[config.mk]
export PLATFORM = sky130hd
export DESIGN_NAME = fetchStage
export DESIGN_NICKNAME = d
export VERILOG_FILES = /design/src/design/fetchStage.sv
export VERILOG_INCLUDE_DIRS = /design/src /design/src/design
export SDC_FILE = /design/constraint.sdc
export NUM_CORES = 2
export LEC_CHECK = 0
export ABC_AREA = 1
export BUFFER_PORTS_ARGS = -buffer_cell sky130_fd_sc_hd__buf_2
export CAP_MARGIN = 20
export CORE_MARGIN = 10
export CORE_UTILIZATION = 45
export CTS_BUF_LIST = sky130_fd_sc_hd__clkbuf_2 sky130_fd_sc_hd__clkbuf_4 sky130_fd_sc_hd__clkbuf_8
export DETAILED_ROUTE_END_ITERATION = 10
export PLACE_DENSITY = 0.57
export RECOVER_POWER = 100
export SETUP_SLACK_MARGIN = 0.15
export SLEW_MARGIN = 0
export SYNTH_ARGS = -nofsm -noshare
export SYNTH_HDL_FRONTEND = slang
export SYNTH_SLANG_ARGS = --single-unit
[constraint.sdc]
create_clock -name clk -period 5.4 [get_ports clk]
set_input_delay 0.54 -clock clk [delete_from_list [all_inputs] [get_ports clk]]
set_output_delay 0.54 -clock clk [all_outputs]
set_load 0.1 [all_outputs]
[src/design/mips_params.svh]
/* MIPS core sizes */

`ifndef MIPS_PARAMS_SVH
`define MIPS_PARAMS_SVH

// Machine word
`define DATA_WIDTH 32

// Instruction memory in words
`define IMEM_DEPTH 64

// Word address into instruction memory
`define IMEM_ADDR_WIDTH 6

// Data memory in words
`define DMEM_DEPTH 64

// Register index
// 32 architectural registers
`define REG_ADDR_WIDTH 5

`endif

[src/design/fetchStage.sv]
/* Instruction fetch stage */

`include "mips_params.svh"

module fetchStage (
	input  logic clk,
	input  logic reset,
	input  logic redirect,
	input  logic [`DATA_WIDTH-1:0] redirectPc,
	input  logic progWrite,
	input  logic [`IMEM_ADDR_WIDTH-1:0] progAddr,
	input  logic [`DATA_WIDTH-1:0] progData,
	output logic [`DATA_WIDTH-1:0] instr,
	output logic [`DATA_WIDTH-1:0] pcPlus4
);

	logic [`DATA_WIDTH-1:0] pc;
	logic [`DATA_WIDTH-1:0] nextPc;
	logic [`DATA_WIDTH-1:0] imem [`IMEM_DEPTH];

	// Program load only while held in reset
	always_ff @(posedge clk) begin
		if (reset && progWrite)
			imem[progAddr] <= progData;
	end

	assign nextPc = pc + `DATA_WIDTH'd4;

	// Redirect from memory stage wins over sequential fetch
	always_ff @(posedge clk) begin
		if (reset)
			pc <= '0;
		else if (redirect)
			pc <= redirectPc;
		else
			pc <= nextPc;
	end

	// IF/ID register
	// Zero word is a nop and marks the squashed slot
	always_ff @(posedge clk) begin
		if (reset || redirect)
			instr <= '0;
		else
			instr <= imem[pc[`IMEM_ADDR_WIDTH+1:2]];
		pcPlus4 <= nextPc;
	end

endmodule

==> impl_metrics.tcl <==
set metrics [dict create \
    hold_violations 0 \
    cap_violations 91 \
    die_x_um 457.0 \
    cts_tree "done" \
    crit_fanout 23 \
    htree_levels 5 \
    r2r-end "pc[24]$_SDFF_PP0_" \
    power_frac_seq 0.520 \
    slew_headroom -1.844 \
    wire_per_inst_um 24.67 \
    cts_sinks 2144 \
    powerDensity_nw_per_um2 367.8 \
    synth-seq-area-share 0.7382 \
    setup_viol 0 \
    reg2reg_slack_ns 0.80 \
    syn_area_um2 85920 \
    status "complete, but fails checks" \
    setup_tns_ns 0 \
    core_um2 190000 \
    combPwrFrac 0.088 \
    dp.final_hpwl_mm 142.5 \
    viasPerCell 5.427 \
    clockPowerShare 0.392 \
    areaGrowthSynthToFinish_pct 12.42 \
    vias 57810 \
    routed_wl_mm 262.7 \
    p_leak_nw 35.92 \
    grt_pass1_vias 55560 \
    die-area_um2 208800 \
    swShare 0.2525 \
    final_net_count 7959 \
    cts_buffer_depth 4 \
    critPathCaptureType "register" \
    worstSetupPathType "in -> reg" \
    dr.pass1.iters 6 \
    drt_iter0_drc 6275 \
    slowest_stage "nor2_1" \
    layout-drive-gt1-share 0.09075 \
    worstRegToRegCells 11 \
    grt_use_total 0.2448 \
    grt_max_degree 173 \
    overflow 0 \
    slew_viol_final 3512 \
    hp-class "in -> reg" \
    p_int_mw 26.55 \
    crit_chain "clkbuf_1 -> nand2_1 -> inv_1 -> nand4_1 -> clkbuf_1 -> nor2_1 -> clkbuf_1" \
    synth-seq-cells 2144 \
    multi_input_area_um2 20360 \
    ant_nets 0 \
    regToRegStartpoint "pc[5]$_SDFF_PP0_" \
    path_clk_slew_ns 0.06 \
    worstPathRequired_ns 6.04 \
    rows 160 \
    crit_top_cell "clkbuf_1" \
    numCtsBuffers 358 \
    fillerInstances 16750 \
    min_to "pc[0]$_SDFFE_PP0P_" \
    worstPathArrival_ns 5.25 \
    synth_nets 7658 \
    holdPathStages 4 \
    worstSetupStartpointType "input pin" \
    grt_pass1_wl_mm 381.6 \
    cts_setup_buffers 0 \
    max_stage_delay_ns 1.57 \
    gp_congestion 0.9054 \
    max_clock_freq_mhz 217.0 \
    power_switching_mw 8.968 \
    start_util 0.4522 \
    period_needed_ns 4.608 \
    crit_family "buffers and inverters" \
    min_period_over_period 0.8534 \
    clk_latency_ns 1.05 \
    numPortBuffers 137 \
    rsz0062_at_grt "no" \
    vdd_drop_max_mv 0.3172 \
    syn-mean-instance-area_um2 11.33 \
    fp.dieH_um 457.0 \
    cts-root-buf "clkbuf_8" \
    antenna_found_initial 18 \
    cts_resized 0 \
    regArea_um2 63430 \
    whs_ns 0.2732 \
    postSynthCellCount 7583 \
    drcViolationCount 0 \
    skew_ns 0.06122 \
    cp_num_buf_inv 4 \
    violations "capacitance limit, slew limit" \
    worst_pin_slew_ns 4.267 \
    min-delay-start "redirectPc[0]" \
    netlist-cell-type-count 28 \
    ios 138 \
    yosys_warnings 0 \
]
## through the flow
step / setup slack (ns) / cells / area [µm²] / total power [mW] / utilization
6_report: 0.7917 / 10650 / 96590 / 35.52 / 0.5084
5_1_grt: 0.7023 / 10650 / 96580 / 36.69 / 0.5084
4_1_cts: 1.531 / 10640 / 97330 / 35.68 / 0.5123
3_5_place_dp: 1.577 / 9984 / 90150 / 21.88 / 0.4745
3_3_place_gp: 1.511 / 9977 / 90000 / 21.87 / 0.4737
2_1_floorplan: 2.566 / 7583 / 85920 / 20.48 / -
## per-layer routing
layer	vias to the layer above	routed length, µm	GRT usage
li1	26480	-	-
met1	28270	107900	0.3327
met2	2561	123300	0.3921
met3	485	20640	0.03981
met4	2	10890	0.1015
met5	-	10	0
## tightest hold or removal path, stage by stage
cell           delay (ns)
dlygate4sd3_1        0.52
buf_2                0.10
nor2_1               0.03
nor2_1               0.09
## final cells by class
class,instances,area share
Sequential cell,2144,0.6567
Clock buffer,503,0.06364
Timing Repair Buffer,365,0.02513
Tap cell,2511,0.03253
Antenna cell,8,0.0002073
Inverter,120,0.005013
Clock inverter,105,0.005972
Multi-Input combinational cell,4895,0.2108
## flip-flops by register name, indices dropped and copies added (netlist names)
signal   count
pc          32
imem      2048
instr       32
pcPlus4     32
## power groups by stage
stage | clock network [mW] | logic, mW | registers [mW]
final | 13.9 | 3.12 | 18.5
after global placement | 0 | 3.09 | 18.8
after detailed placement | 0 | 3.11 | 18.8
after global routing | 14.9 | 3.35 | 18.5
after CTS | 14.1 | 3.14 | 18.4
after floorplan | 0 | 1.50 | 19.0
## synth_stat cells (all sizes together)
cell,count,area share
buf,280,0.016
clkinv,2,0.000087
nor2,297,0.013
nand3,1000,0.058
o21ai,30,0.0017
nand3b,4,0.00035
a21oi,197,0.011
o21bai,1,0.000087
and3,1,0.000073
dfxtp,96,0.022
xor2,16,0.0016
xnor2,5,0.00051
nor3,37,0.0022
ha,1,0.00015
inv,118,0.0052
nor3b,1,0.000087
edfxtp,2048,0.72
nand2,3298,0.14
nand4,6,0.00044
or2,1,0.000073
clkbuf,144,0.0063
## worst max-delay path by stage
stage / start / end / cells after the start
2_1_floorplan: progAddr[0] / imem[11][0]$_DFFE_PP_ / 4
3_3_place_gp: pc[2]$_SDFF_PP0_ / instr[29]$_SDFF_PP0_ / 10
3_5_place_dp: pc[2]$_SDFF_PP0_ / instr[2]$_SDFF_PP0_ / 10
4_1_cts: pc[2]$_SDFF_PP0_ / instr[2]$_SDFF_PP0_ / 10
5_1_grt: reset / imem[14][2]$_DFFE_PP_ / 7
6_report: reset / imem[14][2]$_DFFE_PP_ / 7
## cell families (layout without fill, tap and decap cells)
group           Yosys count  count (layout)  share of synthesized area
flops                  2144            2144                     0.7382
xor+xnor                 21              21                   0.002141
compound gates          228             228                    0.01331
other cells               0               8                          0
simple gates           4645            4645                     0.2187
fa+ha+maj                 1               1                  0.0001456
buf+inv                 544            1093                    0.02754
## timing repair
action | 4_1_cts | 5_1_grt
hold buffers | 46 | 0
setup endpoints to repair | 0 | 0
hold endpoints to repair | 32 | 0
## placed cells by master (no fill, tap or decap), types with 2 or more instances in the layout
cell type / Yosys / layout
clkbuf_2: 0 / 2
a21oi_1: 197 / 197
nor3_1: 36 / 36
clkinvlp_4: 0 / 3
dfxtp_2: 0 / 2
clkbuf_4: 0 / 124
clkinv_2: 0 / 27
nand2_1: 3297 / 3296
diode_2: 0 / 8
dlygate4sd3_1: 0 / 46
bufinv_16: 0 / 5
xnor2_1: 5 / 5
clkbuf_1: 144 / 166
clkbuf_8: 0 / 379
buf_2: 229 / 63
inv_8: 0 / 5
xor2_1: 16 / 16
nor2_1: 295 / 265
o21ai_0: 30 / 30
buf_12: 0 / 27
nand3b_1: 4 / 4
buf_4: 10 / 60
dfxtp_4: 0 / 2
dfxtp_1: 96 / 92
nand2_2: 1 / 2
inv_1: 115 / 112
clkinv_1: 2 / 71
nand3_1: 1000 / 1000
nand4_1: 6 / 6
nor2_4: 1 / 31
edfxtp_1: 2048 / 2048
(Power assumes the default switching activity.)
