--- src/design/mips_params.svh ---
/* MIPS core sizes */

`ifndef MIPS_PARAMS_SVH
`define MIPS_PARAMS_SVH

// Machine word
`define DATA_WIDTH 32

// Instruction memory in words
`define IMEM_DEPTH 64

// Word address into instruction memory
`define IMEM_ADDR_WIDTH 6

// Data memory in words
`define DMEM_DEPTH 64

// Register index
// 32 architectural registers
`define REG_ADDR_WIDTH 5

`endif

--- src/design/mipsPkg.sv ---
/* MIPS core types */

`include "mips_params.svh"

package mipsPkg;

	// Opcodes of the supported subset
	typedef enum logic [5:0] {
		opRType = 6'h00,
		opJ     = 6'h02,
		opBeq   = 6'h04,
		opBne   = 6'h05,
		opAddi  = 6'h08,
		opOri   = 6'h0D,
		opLw    = 6'h23,
		opSw    = 6'h2B
	} opcodeT;

	// ALU operations
	typedef enum logic [2:0] {
		aluAdd  = 3'd0,
		aluSub  = 3'd1,
		aluAnd  = 3'd2,
		aluOr   = 3'd3,
		aluNor  = 3'd4,
		aluPass = 3'd5
	} aluOpT;

	// Register format view
	typedef struct packed {
		opcodeT opcode;
		logic [`REG_ADDR_WIDTH-1:0] rs;
		logic [`REG_ADDR_WIDTH-1:0] rt;
		logic [`REG_ADDR_WIDTH-1:0] rd;
		logic [4:0] shamt;
		logic [5:0] funct;
	} rFormatT;

	// Immediate format view
	// Jump index is the low 26 bits of this view
	typedef struct packed {
		opcodeT opcode;
		logic [`REG_ADDR_WIDTH-1:0] rs;
		logic [`REG_ADDR_WIDTH-1:0] rt;
		logic [15:0] imm;
	} iFormatT;

	// One instruction word, two decodings
	typedef union packed {
		rFormatT r;
		iFormatT i;
	} instrWord;

endpackage

--- src/design/executeStage.sv ---
/* Execute stage */

`include "mips_params.svh"

module executeStage (
	input  logic clk,
	input  logic reset,
	input  logic squash,
	input  logic [`DATA_WIDTH-1:0] exPcPlus4,
	input  logic [`DATA_WIDTH-1:0] exReadData1,
	input  logic [`DATA_WIDTH-1:0] exReadData2,
	input  logic [`DATA_WIDTH-1:0] exImmExtend,
	input  logic [25:0] exJumpIndex,
	input  logic [`REG_ADDR_WIDTH-1:0] exDestReg,
	input  mipsPkg::aluOpT exAluOp,
	input  logic exAluSrc,
	input  logic exRegWrite,
	input  logic exMemRead,
	input  logic exMemWrite,
	input  logic exBranchEq,
	input  logic exBranchNe,
	input  logic exJump,
	output logic [`DATA_WIDTH-1:0] memAluResult,
	output logic memZero,
	output logic [`DATA_WIDTH-1:0] memStoreData,
	output logic [`DATA_WIDTH-1:0] memBranchTarget,
	output logic [`DATA_WIDTH-1:0] memJumpTarget,
	output logic [`REG_ADDR_WIDTH-1:0] memDestReg,
	output logic memRegWrite,
	output logic memMemRead,
	output logic memMemWrite,
	output logic memBranchEq,
	output logic memBranchNe,
	output logic memJump
);

	import mipsPkg::*;

	logic [`DATA_WIDTH-1:0] operandB;
	logic [`DATA_WIDTH-1:0] aluResult;

	// Second operand from register or immediate
	assign operandB = exAluSrc ? exImmExtend : exReadData2;

	always_comb begin
		case (exAluOp)
			aluAdd:  aluResult = exReadData1 + operandB;
			aluSub:  aluResult = exReadData1 - operandB;
			aluAnd:  aluResult = exReadData1 & operandB;
			aluOr:   aluResult = exReadData1 | operandB;
			aluNor:  aluResult = ~(exReadData1 | operandB);
			aluPass: aluResult = operandB;
			default: aluResult = '0;
		endcase
	end

	// EX/MEM register
	always_ff @(posedge clk) begin
		if (reset || squash) begin
			memRegWrite <= 1'b0;
			memMemRead <= 1'b0;
			memMemWrite <= 1'b0;
			memBranchEq <= 1'b0;
			memBranchNe <= 1'b0;
			memJump <= 1'b0;
		end else begin
			memRegWrite <= exRegWrite;
			memMemRead <= exMemRead;
			memMemWrite <= exMemWrite;
			memBranchEq <= exBranchEq;
			memBranchNe <= exBranchNe;
			memJump <= exJump;
		end
		memAluResult <= aluResult;
		memZero <= (aluResult == '0);
		memStoreData <= exReadData2;
		// Word offset relative to the delay slot address
		memBranchTarget <= exPcPlus4 + {exImmExtend[`DATA_WIDTH-3:0], 2'b00};
		// Region bits kept from PC+4
		memJumpTarget <= {exPcPlus4[31:28], exJumpIndex, 2'b00};
		memDestReg <= exDestReg;
	end

endmodule

--- config.mk ---
export PLATFORM = sky130hd
export DESIGN_NAME = executeStage
export DESIGN_NICKNAME = d
export VERILOG_FILES = /design/src/design/mipsPkg.sv /design/src/design/executeStage.sv
export VERILOG_INCLUDE_DIRS = /design/src /design/src/design
export SDC_FILE = /design/constraint.sdc
export NUM_CORES = 1
export LEC_CHECK = 0
export BUFFER_PORTS_ARGS = -buffer_cell sky130_fd_sc_hd__buf_2
export CAP_MARGIN = 20
export CORE_ASPECT_RATIO = 2
export CORE_MARGIN = 4
export CORE_UTILIZATION = 33
export CTS_CLUSTER_DIAMETER = 80
export DETAILED_ROUTE_END_ITERATION = 16
export PLACE_DENSITY = 0.56
export SYNTH_ARGS = -nofsm -noshare
export SYNTH_HDL_FRONTEND = slang
export SYNTH_SLANG_ARGS = --single-unit
--- constraint.sdc ---
create_clock -name clk -period 12.3 [get_ports clk]
set_input_delay 1.23 -clock clk [delete_from_list [all_inputs] [get_ports clk]]
set_output_delay 1.23 -clock clk [all_outputs]
set_load 0.02 [all_outputs]
==> metrics.cfg <==
[status]
outcome = completed

[critical_path]
endpoint = memZero
cp-end-kind = flop
crit_required_ps = 12660
crit_path_start = exAluSrc
setup.worst_path.start_class = primary input
crit_type = primary input to flop
arrival_ps = 7330
critPathMaxFanout = 47

[cts]
ctsResizeCount = 0
holdBufCountCts = 0
cts.sinks = 138
cts_buffer_depth = 2
htreeDepth = 4
path_clk_slew_ps = 70
numCtsBuffers = 17
postCtsSetupBuffers = 0
root_buffer = clkbuf_16
cts_tree = built

[global_routing]
grt_pass1_wl_um = 48700
grt_start_max_net_pins = 58
grt_overflow_total = 0
grt_use_total = 0.221
antenna_found_initial = 4
grt_pass1_vias = 8729

[floorplan]
num_rows = 83
die-area_um2 = 28600
io_pins = 312
die_w_um = 122
start_util = 0.333
die_h_um = 235
core_um2 = 25500

[routing]
via_per_inst = 5.25
drt_iter0_drc = 460
drt-total-wl_um = 32400
drc_errors = 0
first_pass_iters = 5
vias = 8566
wl_per_cell_um = 19.8
ant_nets = 0

[sta]
fin_crit_sh = 0.567
rsz0062_at_grt = false
hold_viol_final = 0
setup_viol = 0
relSlewSlack = 0.468
setup-tns-final_ps = 0
tightest_slew_ps = 778
finalMaxSlewViolations = 0
period_needed_ps = 6970
max_freq_ghz = 0.143

[power]
irDropWorstVdd_uv = 88.6
cellPowerDensity_nw_per_um2 = 143
leakage_nw = 4.98
totalPowerFinal_w = 0.00157

[logic_synthesis]
synth_edf_count = 0
synth_seq_cells = 138
ys_types = 82
yosys_warnings = 0
synthCells = 982
yosys_most_used_dff = dfxtp_1
async_reset_ff_frac = 0
synth.avg_cell_area_um2 = 8.67
ys_seq_area_frac = 0.324
synth_area_um2 = 8520

[placement]
io_buffers = 309
place.gp.congestion = 0.956
hpwl_um = 26800

[layout]
regArea_um2 = 2760
multiInputGateArea_um2 = 5460
final_common_cell = buf_2
fin_nets = 1513
drive_gt1_frac = 0.299
syn_to_final_growth_pct = 28.8
fillCellCount = 2622
layout_common_cells = 309 x buf_2, 138 x dfxtp_1, 91 x a21oi_1

[worst_hold_path]
hold_class = primary input to flop

[flow_run]
cap_violations = 0

[layer usage]
layer,vias to the layer above,part of all wire,track usage
met5,-,0,0
met4,0,0.045,0.117
met3,79,0.049,0.0356
met2,318,0.55,0.430
met1,3969,0.35,0.216
li1,4200,-,-
[power breakdown]
group / switching, W / internal, W / total, W
logic: 0.000322 / 0.000200 / 0.000523
clock network: 0.000227 / 0.000307 / 0.000534
registers: 0.0000135 / 0.000499 / 0.000512
total: 0.000563 / 0.00101 / 0.00157
[through the flow]
step	cells	area (µm²)	worst slack, ps	util	hold WS, ps
finish	1633	11000	5330	0.429	879
global route	1633	11000	4930	0.429	858
CTS	1629	11000	5370	0.429	849
detailed placement	1597	10400	4880	0.405	1330
global placement	1597	10400	4900	0.405	1330
floorplan	983	8520	5410	-	1260
[synth_stat cells, types with 13 or more instances]
| cell | number | share of area |
|---|---|---|
| dfxtp_1 | 138 | 0.32 |
| a21oi_1 | 91 | 0.053 |
| nor2_1 | 70 | 0.031 |
| ha_1 | 63 | 0.093 |
| nand2_1 | 63 | 0.028 |
| nor3_1 | 50 | 0.029 |
| xnor2_1 | 46 | 0.047 |
| o21ai_0 | 41 | 0.024 |
| clkbuf_1 | 29 | 0.013 |
| xor2_1 | 28 | 0.029 |
| maj3_1 | 25 | 0.029 |
| inv_1 | 24 | 0.011 |
| mux2_2 | 21 | 0.028 |
| o21a_1 | 19 | 0.017 |
| a21o_1 | 18 | 0.016 |
| nand3_1 | 18 | 0.011 |
| o21ai_1 | 15 | 0.0088 |
| nand2b_1 | 13 | 0.0095 |
[critical path, stage by stage]
cell and delay (ps):
buf_2 80, buf_4 510, mux2_2 440, inv_2 90
ha_1 170, o21ai_1 120, or3_1 370, nand2b_1 250
nand4bb_1 290, nor3_1 260, nand2b_1 140, o21ai_1 240
xor2_1 120, ha_1 270, or3_1 360, o221ai_1 230
a21oi_1 110, a311o_1 320, a21oi_1 130, o21ai_1 130
a211oi_1 410, nand4b_1 270, or4_1 520, nor4bb_1 260
[worst min-delay path by stage]
| stage | startpoint | endpoint | slack (ps) | cells after the start |
|---|---|---|---|---|
| floorplan | exPcPlus4[0] | memBranchTarget[0] | 1260 | 0 |
| global placement | exJumpIndex[10] | memJumpTarget[12] | 1330 | 1 |
| detailed placement | exJumpIndex[4] | memJumpTarget[6] | 1330 | 1 |
| CTS | exJumpIndex[3] | memJumpTarget[5] | 850 | 1 |
| global route | exJumpIndex[10] | memJumpTarget[12] | 860 | 1 |
| finish | exJumpIndex[10] | memJumpTarget[12] | 880 | 1 |
[logic make-up after synthesis]
group	count (synthesis)	share of synthesized area
muxes	39	0.0521
buffers and inverters	69	0.0347
AOI/OAI and AO/OA	272	0.205
and+or+nand+nor	295	0.176
adders and majority gates	94	0.132
xor gates and xnor gates	74	0.0761
other	1	0.000440
DFF	138	0.324
[area by class of cell]
class | count | area share
Antenna cell | 4 | 0.000912
Clock buffer | 17 | 0.0388
Clock inverter | 15 | 0.0168
Inverter | 27 | 0.00924
Multi-Input combinational cell | 776 | 0.498
Sequential cell | 138 | 0.252
Tap cell | 340 | 0.0388
Timing Repair Buffer | 316 | 0.146
[registers in the layout, summed over array words and instances (netlist names)]
| register | count |
|---|---|
| memAluResult | 32 |
| memBranchTarget | 32 |
| memMemWrite | 1 |
| memJump | 1 |
| memBranchEq | 1 |
| memZero | 1 |
| memDestReg | 5 |
| memBranchNe | 1 |
| memRegWrite | 1 |
| memStoreData | 32 |
| memMemRead | 1 |
| memJumpTarget | 30 |
No activity file was read; power rests on OpenSTA's default activity.
